## src/hdl/mem_bus_pkg.sv

```systemverilog
`default_nettype none

package mem_bus_pkg;

    // ******************************
    // Shared line bus
    // ******************************

    localparam int unsigned ADDR_W = 32;   // Byte address.
    localparam int unsigned LINE_W = 128;

    // ******************************
    // Backing memory
    // ******************************

    localparam int unsigned MEM_LINES   = 256;
    localparam int unsigned MEM_IDX_LSB = 4;   // 16-byte lines.
    localparam int unsigned MEM_IDX_W   = $clog2(MEM_LINES);

    // Request sampled to ready pulse.
    localparam int unsigned MEM_LATENCY = 3;
    localparam int unsigned LAT_CNT_W   = $clog2(MEM_LATENCY + 1);

endpackage

`default_nettype wire
```

## src/hdl/cache_arbiter.sv

```systemverilog
`timescale 1ns/100ps
`default_nettype none

module cache_arbiter
    import mem_bus_pkg::*;
(
    input  wire logic              clk_i,
    input  wire logic              rst_ni,

    input  wire logic [ADDR_W-1:0] i_req_addr_i,
    input  wire logic [LINE_W-1:0] i_req_wdata_i,
    input  wire logic              i_req_rw_i,
    input  wire logic              i_req_valid_i,
    output logic      [LINE_W-1:0] i_rsp_rdata_o,
    output logic                   i_rsp_ready_o,

    input  wire logic [ADDR_W-1:0] d_req_addr_i,
    input  wire logic [LINE_W-1:0] d_req_wdata_i,
    input  wire logic              d_req_rw_i,
    input  wire logic              d_req_valid_i,
    output logic      [LINE_W-1:0] d_rsp_rdata_o,
    output logic                   d_rsp_ready_o,

    output logic      [ADDR_W-1:0] mem_addr_o,
    output logic      [LINE_W-1:0] mem_wdata_o,
    output logic                   mem_rw_o,
    output logic                   mem_valid_o,
    input  wire logic [LINE_W-1:0] mem_rdata_i,
    input  wire logic              mem_ready_i
);

    enum logic [1:0] {IDLE, I_SIDE, D_SIDE} state_q, state_d;

    // Grant held while the owner stays valid. I side wins a tie.
    always_comb begin
        state_d = state_q;
        case (state_q)
            IDLE: begin
                if (i_req_valid_i) state_d = I_SIDE;
                else if (d_req_valid_i) state_d = D_SIDE;
            end
            I_SIDE: begin
                if (!i_req_valid_i) state_d = d_req_valid_i ? D_SIDE : IDLE;
            end
            D_SIDE: begin
                if (!d_req_valid_i) state_d = i_req_valid_i ? I_SIDE : IDLE;
            end
            default: state_d = IDLE;
        endcase
    end

    // ******************************
    // Steering
    // ******************************

    always_comb begin
        mem_addr_o    = '0;
        mem_wdata_o   = '0;
        mem_rw_o      = 1'b0;
        mem_valid_o   = 1'b0;
        i_rsp_rdata_o = '0;
        i_rsp_ready_o = 1'b0;
        d_rsp_rdata_o = '0;
        d_rsp_ready_o = 1'b0;

        if (state_q == I_SIDE) begin
            mem_addr_o    = i_req_addr_i;
            mem_wdata_o   = i_req_wdata_i;
            mem_rw_o      = i_req_rw_i;
            mem_valid_o   = i_req_valid_i;
            i_rsp_rdata_o = mem_rdata_i;
            i_rsp_ready_o = mem_ready_i;
        end else if (state_q == D_SIDE) begin
            mem_addr_o    = d_req_addr_i;
            mem_wdata_o   = d_req_wdata_i;
            mem_rw_o      = d_req_rw_i;
            mem_valid_o   = d_req_valid_i;
            d_rsp_rdata_o = mem_rdata_i;
            d_rsp_ready_o = mem_ready_i;
        end
    end

    always_ff @(posedge clk_i or negedge rst_ni) begin
        if (!rst_ni) begin
            state_q <= IDLE;
        end else begin
            state_q <= state_d;
        end
    end

endmodule

`default_nettype wire

```

## config.mk

```make
export PLATFORM = sky130hd
export DESIGN_NAME = cache_arbiter
export DESIGN_NICKNAME = d
export VERILOG_FILES = /design/src/hdl/mem_bus_pkg.sv /design/src/hdl/cache_arbiter.sv
export SDC_FILE = /design/constraint.sdc
export NUM_CORES = 1
export LEC_CHECK = 0
export ABC_AREA = 1
export BUFFER_PORTS_ARGS = -buffer_cell sky130_fd_sc_hd__buf_2
export CELL_PAD_IN_SITES_DETAIL_PLACEMENT = 1
export CELL_PAD_IN_SITES_GLOBAL_PLACEMENT = 1
export CORE_AREA = 2 2 344 346
export DETAILED_ROUTE_END_ITERATION = 12
export DIE_AREA = 0 0 346 348
export PLACE_DENSITY = 0.3
export SYNTH_ARGS = -nofsm -noshare
export SYNTH_HDL_FRONTEND = slang
export SYNTH_SLANG_ARGS = --single-unit
```

## constraint.sdc

```tcl
create_clock -name clk_i -period 1.9 [get_ports clk_i]
set_input_delay 0.19 -clock clk_i [delete_from_list [all_inputs] [get_ports clk_i]]
set_output_delay 0.19 -clock clk_i [all_outputs]
set_load 0.05 [all_outputs]
```

==> key figures, run 1 <==
Outcome
  – Status: finished, final reports clean

STA
  – Slew Limit Headroom: 74.53%
  – Final Hold Fails: 0
  – RSZ-0062 raised after global routing: true
  – Setup TNS: 0 ps
  – Slew @ Worst Pin: 381.6 ps
  – Final Max Slew Viols: 0
  – Max frequency: 536.9 MHz
  – Final Cycle Share: 98.03%
  – Skew final: 0.3623 ps
  – Setup violations, final: 0
  – Final worst slack: 37.36 ps
  – Minimum clock period: 1863 ps
  – Hold Slack: 250.9 ps

Logic synthesis
  – Post-synth cell types: 10
  – FF+latch count, synth: 2
  – Syn_nets: 1404
  – Largest cells by area after synthesis: nand2_1, nor2_1, inv_1
  – Synth Warn #: 0
  – Top-count cell post-synth: nand2_1
  – Synth area leader: nand2_1
  – Mapped Cells: 949
  – Seq/Total Area, Yosys: 1.361%
  – Yosys top cell area share: 49.90%
  – Post-synth EDFFs: 0
  – FFs w/ async S/R, synth: 100.0%
  – Avg Inst Size Synth: 3.876 sq um
  – Synth cell count leaders: nand2_1, nor2_1, inv_1
  – Synthesized area: 3679 sq um
  – Ys flop type: dfrtp_1

Global route
  – Largest net degree at the start of global routing: 37
  – First-pass GRT wire length: 75330 um
  – Initial antenna violation count: 22
  – Total track usage: 8.795%
  – Grt total ovfl: 0
  – Layer with the highest usage: met2
  – M1 GR Usage: 10.30%
  – GRT met3 Usage: 2.771%
  – Met2 usage: 16.07%
  – Vias in the first global route: 9509

Detailed routing
  – Via count: 8989
  – Detail Route Antenna Nets: 0
  – Via-per-instance ratio: 2.660
  – Initial detailed-routing violation count: 288
  – Routed wire length: 57430 um
  – Avg WL per Cell: 17.00 um
  – DRC: 0
  – TritonRoute pass-1 iters: 4

Power
  – Max IR drop VDD: 0.2053 mV
  – PwrDens: 450.5 nW/um^2
  – Leakage: 7.414 nW
  – Design Power: 5.758 mW

Setup path
  – Worst-case reg-to-reg path depth: 5
  – Critical path, cell by cell: inv_2, nand2_4, buf_12, buf_16, buf_12, nor2_1, buf_6
  – Buf+Inv Stages, Crit Path: 5
  – RR Startpoint: state_q[0]$_DFFE_PN0P_
  – Max incr delay on CP: 360 ps
  – Critical path's most frequent cell: buf_12
  – Critical Path End Type: output port
  – CP Depth: 7
  – Kind of cell adding the most delay to the critical path: buffers and inverters
  – Worst Path Max Fanout: 24
  – Worst Path Arrival: 1670 ps
  – Critical path type: register to output port
  – Startpoint types: register
  – Crit path launch: state_q[0]$_DFFE_PN0P_
  – Required @ worst endpoint: 1710 ps
  – CP max stage cell: dfrtp_1

Floorplan
  – Die height: 348 um
  – # IOs: 875
  – Initial Util: 3.145%
  – CORE AREA: 117000 sq um
  – FP Rows: 126
  – Die Width: 346 um
  – Die area: 120400 sq um

CTS
  – Clk_lat worst skew: 220 ps
  – H-tree level count: 1
  – Clock-pin slew on the worst setup and hold paths: 30 ps
  – Clk root buf: clkbuf_16
  – CTS tree: done
  – CTS Buf Count: 3
  – CTS max path bufs: 2
  – Clock Sinks: 2

Placement
  – Port bufs: 874
  – Placement Cell Area: 10650 sq um
  – Dpl ws: -62.48 ps
  – GP Congestion: 0.7819
  – Placed cells: 3348
  – Post-DP HPWL: 49300 um

Min path
  – Hold depth: 3
  – Hold Path Class: input pin to register
  – Hold_sp: d_req_valid_i

Job
  – Max-cap check violation count: 0

Layout
  – Final Util: 10.93%
  – Final cell count without fillers: 3379
  – Share of cells above drive strength 1: 58.27%
  – Max FFs per register: 2
  – Layout Area Growth over Synthesis: 247.4%
  – Top Registers: state_q x2
  – Final #Nets: 2290
  – Most flop-heavy register: state_q
  – Post-layout instance area: 12780 sq um
==> report_power, final <==
group / internal [mW] / leakage (nW) / switching [mW] / total, mW
clock network: 0.268 / 0.0370 / 0.0481 / 0.316
registers: 0.0465 / 0.0237 / 0.00376 / 0.0503
logic: 1.76 / 7.35 / 3.63 / 5.39
==> placed cells by master, fill, tap and decap left out, types with 18 or more instances in the layout <==
| cell | n |
|---|---|
| buf_2 | 588 |
| nand2_1 | 431 |
| buf_6 | 149 |
| nor2_1 | 198 |
| clkbuf_4 | 18 |
| buf_4 | 121 |
| buf_12 | 43 |
| nor2_2 | 58 |
| inv_1 | 132 |
| nand2_2 | 54 |
==> timing repair <==
item	CTS	global route
buffers inserted	4	2
setup endpoints to repair	262	240
gates cloned	6	6
hold buffers	1	0
pin swaps	2	16
hold endpoints to repair	2	0
gates resized for setup	257	362
==> final timing paths <==
kind,slack (ps),end
max,40,d_rsp_rdata_o[61]
min,250,state_q[1]$_DFFE_PN0P_
max reg2reg,780,state_q[1]$_DFFE_PN0P_
min reg2reg,650,state_q[0]$_DFFE_PN0P_
max in group asynchronous,1400,state_q[1]$_DFFE_PN0P_
min in group asynchronous,380,state_q[1]$_DFFE_PN0P_
==> tightest hold or removal path: stages <==
cell and delay [ps]:
buf_2 110, inv_1 80, a21oi_1 50
==> logic make-up after synthesis <==
family / Yosys count / share of synthesized area (%)
and+or+nand+nor: 748 / 76.53
buffers and inverters: 197 / 21.84
DFF: 2 / 1.361
AOI/OAI and AO/OA: 2 / 0.2721
==> area by class of cell <==
| cell class | instances | area, sq um |
|---|---|---|
| Inverter | 135 | 525.5 |
| Timing Repair Buffer | 943 | 7030 |
| Sequential cell | 2 | 51.30 |
| Fill cell | 14460 | 104200 |
| Antenna cell | 10 | 25.02 |
| Clock buffer | 3 | 75.07 |
| Multi-Input combinational cell | 750 | 3151 |
| Tap cell | 1536 | 1922 |
==> routing by layer <==
metal  routed length (um)  share of wire (%)
met5                  127               0.22
met4                  386               0.67
met3                 4956                8.6
met2                29240                 51
met1                22720                 40
Note: power is estimated with default switching activity, not from simulation.
==> run 2, diff against run 1 <==
REMOVE_ABC_BUFFERS = 1   (was default)
==> run 2 against run 1 <==
Cell count shrank 0.15%. Critical path depth is the same. First-iteration DRC count shrank 0.69%. Critical path type unchanged. Critical endpoint is now mem_addr_o[15]. Largest power group unchanged.
==> key figures, run 2 (synthesized netlist as in run 1, its figures left out) <==
Outcome
  – Status: finished, final reports clean

Layout
  – Final #Nets: 2286
  – Filler Cell Count: 14270
  – Max FFs per register: 2
  – Share of cells above drive strength 1: 59.43%
  – Post-layout instance area: 14420 sq um
  – Most common cell after layout, fill and taps aside: buf_2
  – Multi-input logic area: 3212 sq um
  – Layout Area Growth over Synthesis: 292.1%
  – Most frequent cells in the layout: buf_2, nand2_1, nor2_1
  – Register area: 51.30 sq um
  – Most flop-heavy register: state_q
  – Top Registers: state_q x2

CTS
  – Clock Sinks: 2
  – CTS max path bufs: 2
  – Clk root buf: clkbuf_16
  – Clock-pin slew on the worst setup and hold paths: 30 ps
  – H-tree level count: 1
  – Clk_lat worst skew: 220 ps
  – CTS tree: done
  – CTS Buf Count: 3

Floorplan
  – CORE AREA: 117000 sq um
  – Die Width: 346 um
  – # IOs: 875
  – Initial Util: 3.145%
  – Die area: 120400 sq um
  – Die height: 348 um
  – FP Rows: 126

Detailed routing
  – Via count: 9426
  – Routed wire length: 82370 um
  – Detail Route Antenna Nets: 0
  – Avg WL per Cell: 24.41 um
  – Via-per-instance ratio: 2.794
  – TritonRoute pass-1 iters: 4
  – DRC: 0
  – Initial detailed-routing violation count: 286

Placement
  – Placement Cell Area: 12820 sq um
  – Post-DP HPWL: 73920 um
  – Port bufs: 874
  – Dpl ws: -48.08 ps
  – GP Congestion: 0.8538

Min path
  – Hold Path Class: input pin to register
  – Hold depth: 3

Setup path
  – RR Startpoint: state_q[0]$_DFFE_PN0P_
  – Worst setup endpoint: mem_addr_o[15]
  – Critical Path End Type: output port
  – Worst Path Max Fanout: 14
  – Required @ worst endpoint: 1710 ps
  – R2r endpoint: state_q[1]$_DFFE_PN0P_
  – Worst-case reg-to-reg path depth: 5
  – Worst Path Arrival: 1700 ps
  – Critical path type: register to output port
  – Startpoint types: register
  – Crit path launch: state_q[1]$_DFFE_PN0P_
  – Reg2Reg Setup Slack: 700 ps

STA
  – Final Hold Fails: 0
  – Slew @ Worst Pin: 389.1 ps
  – RSZ-0062 raised after global routing: true
  – Skew final: 1.926 ps
  – Final worst slack: 9.204 ps
  – Final Cycle Share: 99.52%
  – Final Max Slew Viols: 0
  – Setup TNS: 0 ps
  – Slew Limit Headroom: 74.06%
  – Minimum clock period: 1891 ps
  – Setup violations, final: 0
  – Max frequency: 528.9 MHz

Global route
  – First-pass GRT wire length: 103000 um
  – Largest net degree at the start of global routing: 44
  – Grt total ovfl: 0
  – Initial antenna violation count: 88
  – Total track usage: 12.91%
  – Vias in the first global route: 9763

Power
  – PwrDens: 469.6 nW/um^2
  – Leakage: 7.814 nW
  – Max IR drop VDD: 0.2172 mV
  – Design Power: 6.773 mW

Job
  – Max-cap check violation count: 0
==> run 2: cell count changes in the layout (fill, tap and decap cells not counted), moves of 6 or more <==
cell / previous run / this run
buf_12: 43 / 187
buf_16: 6 / 12
buf_2: 588 / 575
buf_4: 121 / 61
buf_6: 149 / 70
buf_8: 11 / 3
nand2_1: 431 / 392
nand2_2: 54 / 95
nor2_1: 198 / 214
nor2_2: 58 / 41
==> run 2: where the power goes <==
group	switching, mW	internal [mW]	total, mW
Sequential	0.00595	0.0465	0.0525
Combinational	4.09	2.32	6.41
Clock	0.0459	0.268	0.313
==> run 2: metrics by stage <==
stage	cells	utilization, %	hold WS [ps]
floorplan	887	-	-105.6
global placement	3339	10.96	-17.94
detailed placement	3339	10.96	-17.29
CTS	3357	11.75	247.1
global route	3367	12.32	258.6
finish	3374	12.33	235.7
==> run 2: how the worst min path moves through the flow <==
stage	start	to	slack (ps)
2_1_floorplan	rst_ni	state_q[0]$_DFFE_PN0P_	-110
3_3_place_gp	rst_ni	state_q[0]$_DFFE_PN0P_	-20
3_5_place_dp	rst_ni	state_q[0]$_DFFE_PN0P_	-20
4_1_cts	d_req_valid_i	state_q[1]$_DFFE_PN0P_	250
5_1_grt	i_req_valid_i	state_q[0]$_DFFE_PN0P_	260
6_report	d_req_valid_i	state_q[1]$_DFFE_PN0P_	240
==> run 2: repair_timing <==
item | 4_1_cts | 5_1_grt
buffers inserted | 7 | 1
gates cloned | 7 | 8
hold endpoints to repair | 2 | 0
hold buffers | 1 | 0
endpoints found under the setup margin | 250 | 303
resized for setup | 194 | 176
pin swaps | 12 | 23
==> run 2: critical path, cell delays in order, from the launching register on <==
cell and delay (ps):
dfrtp_2 460, nor2_4 120, buf_12 170, buf_16 180, buf_16 160, nand2_1 80
nand2_2 110, buf_12 150
==> run 2: layout make-up <==
cell class / instances / area share [%]
clock buffer: 3 / 0.5205
sequential: 2 / 0.3557
inverter: 135 / 3.695
timing repair buffer: 939 / 59.68
tap: 1536 / 13.32
multi-input combinational: 750 / 22.27
antenna: 9 / 0.1561
==> run 2: layer usage <==
metal  routed length [um]  vias to the layer above  global-route usage (%)
met5                  371                        -                       0
met4                  852                       60                  0.2050
met2                39280                      565                   22.54
met1                34450                     4205                   15.91
met3                 7419                      158                   4.775
li1                     -                     4438                       -
==> run 3, diff against run 2 <==
PLACE_DENSITY = default   (was 0.3)
PLACE_DENSITY_LB_ADDON = 0.1   (was default)
==> run 3 against run 2 <==
The flow now finishes with violations (setup timing). Hold slack better by 5.6 ps. Design area down 6.1%. Sequential share of layout area about the same. Clock skew down 1.1 ps. Die area unchanged. Non-clock buffer count up 1. First-iteration DRC count down 8.4%. Routed wire length down 12%.
==> key figures, run 3 (synthesized netlist as in run 1, its figures left out) <==
Detailed routing
  – Via count: 9411
  – Initial detailed-routing violation count: 262
  – TritonRoute pass-1 iters: 4
  – DRC: 0
  – Routed wire length: 72160 um
  – Avg WL per Cell: 21.35 um
  – Via-per-instance ratio: 2.785
  – Detail Route Antenna Nets: 0

Placement
  – Placed cells: 3341
  – Port bufs: 874
  – Dpl ws: 33.49 ps
  – Post-DP HPWL: 64720 um
  – GP Congestion: 0.8462

Outcome
  – Status: finished, violations left
  – Violated checks: setup timing

Setup path
  – Critical Path End Type: output port
  – Worst Path Max Fanout: 10
  – Required @ worst endpoint: 1710 ps
  – Startpoint types: register
  – Critical path type: register to output port
  – Worst Path Arrival: 1720 ps

Layout
  – Max FFs per register: 2
  – Most frequent cells in the layout: buf_2, nand2_1, nor2_1
  – Layout Area Growth over Synthesis: 268.3%
  – Final cell count without fillers: 3379
  – Most common cell after layout, fill and taps aside: buf_2
  – Final #Nets: 2287
  – Most flop-heavy register: state_q
  – Top Registers: state_q x2
  – Share of cells above drive strength 1: 57.43%

Power
  – Design Power: 6.385 mW
  – Leakage: 7.635 nW
  – Max IR drop VDD: 0.1697 mV
  – PwrDens: 471.3 nW/um^2

Global route
  – First-pass GRT wire length: 90650 um
  – Vias in the first global route: 10200
  – Total track usage: 10.94%
  – Initial antenna violation count: 68
  – Largest net degree at the start of global routing: 38
  – Grt total ovfl: 0

STA
  – Slew @ Worst Pin: 343.9 ps
  – Slew Limit Headroom: 77.07%
  – Minimum clock period: 1908 ps
  – Final Hold Fails: 0
  – Setup violations, final: 2
  – Final worst slack: -8.023 ps
  – Final Cycle Share: 100.4%
  – Final Max Slew Viols: 0
  – Max frequency: 524.1 MHz
  – Hold Slack: 241.3 ps
  – Setup TNS: -14.19 ps
  – RSZ-0062 raised after global routing: true
  – Skew final: 0.8007 ps

Floorplan
  – # IOs: 875
  – Die height: 348 um
  – Initial Util: 3.145%
  – FP Rows: 126
  – Die Width: 346 um
  – Die area: 120400 sq um
  – CORE AREA: 117000 sq um

CTS
  – Clock-pin slew on the worst setup and hold paths: 30 ps
  – Clock Sinks: 2
  – Clk root buf: clkbuf_16
  – CTS Buf Count: 3
  – CTS tree: done
  – Clk_lat worst skew: 220 ps
  – CTS max path bufs: 2
  – H-tree level count: 1

Job
  – Max-cap check violation count: 0

Min path
  – Hold Path Class: input pin to register
==> run 3: cell types whose count changed in the layout (fill, tap and decap cells not counted), moves of 13 or more <==
cell	delta
nor2_1	+14
nand2_2	-24
buf_4	+66
buf_12	-65
buf_6	+17
nand2_1	+23
clkbuf_4	-13
==> run 3: worst paths after layout <==
check                           slack, ps                endpoint                    from  cells past startpoint
worst max-delay path                   -8        mem_wdata_o[107]  state_q[1]$_DFFE_PN0P_                      7
worst max register to register        650  state_q[1]$_DFFE_PN0P_  state_q[1]$_DFFE_PN0P_                      4
max in group asynchronous            1420  state_q[1]$_DFFE_PN0P_                  rst_ni                      2
worst min register to register        540  state_q[0]$_DFFE_PN0P_  state_q[0]$_DFFE_PN0P_                      3
worst min-delay path                  240  state_q[0]$_DFFE_PN0P_           i_req_valid_i                      3
min in group asynchronous             350  state_q[1]$_DFFE_PN0P_                  rst_ni                      2
==> run 3: repair_timing <==
item | CTS | global route
gates cloned | 2 | 10
setup buffers | 4 | 6
hold endpoints to repair | 2 | 0
hold buffers | 1 | 0
resized for setup | 228 | 211
setup endpoints to repair | 279 | 258
pin swaps | 1 | 5
==> run 3: final cells by class <==
cell class,count,area (sq um)
clock buffers,3,75.07
well taps,1536,1922
fillers,14400,103400
diodes,13,32.53
multi-input cells,750,3100
inverters,135,526.8
repair buffers,940,7841
flip-flops and latches,2,51.30
==> run 3: routing by layer <==
metal / GRT usage, % / up-vias / part of all wire [%]
li1: - / 4445 / -
met1: 12.24 / 4200 / 39
met2: 19.56 / 577 / 49
met3: 4.413 / 129 / 9.1
met4: 1.987 / 60 / 2.3
met5: 0 / - / 0.51
==> run 3: per-stage QoR <==
stage / utilization, % / instance area (sq um)
floorplan: - / 3382
global placement: 10.15 / 11870
detailed placement: 10.15 / 11870
CTS: 10.81 / 12640
global route: 11.57 / 13540
finish: 11.58 / 13550
==> run 3: where the power goes <==
group	internal (mW)	switching (mW)	total, mW
clock network	0.268	0.0532	0.321
registers	0.0465	0.00384	0.0503
logic	2.11	3.90	6.01
==> run 3: critical path, stage by stage (launching register included) <==
cell and delay, ps:
dfrtp_2 440, nor2_4 180, buf_4 150, buf_4 130, clkbuf_16 160, nand2_1 100, nand2_2 160, buf_12 160
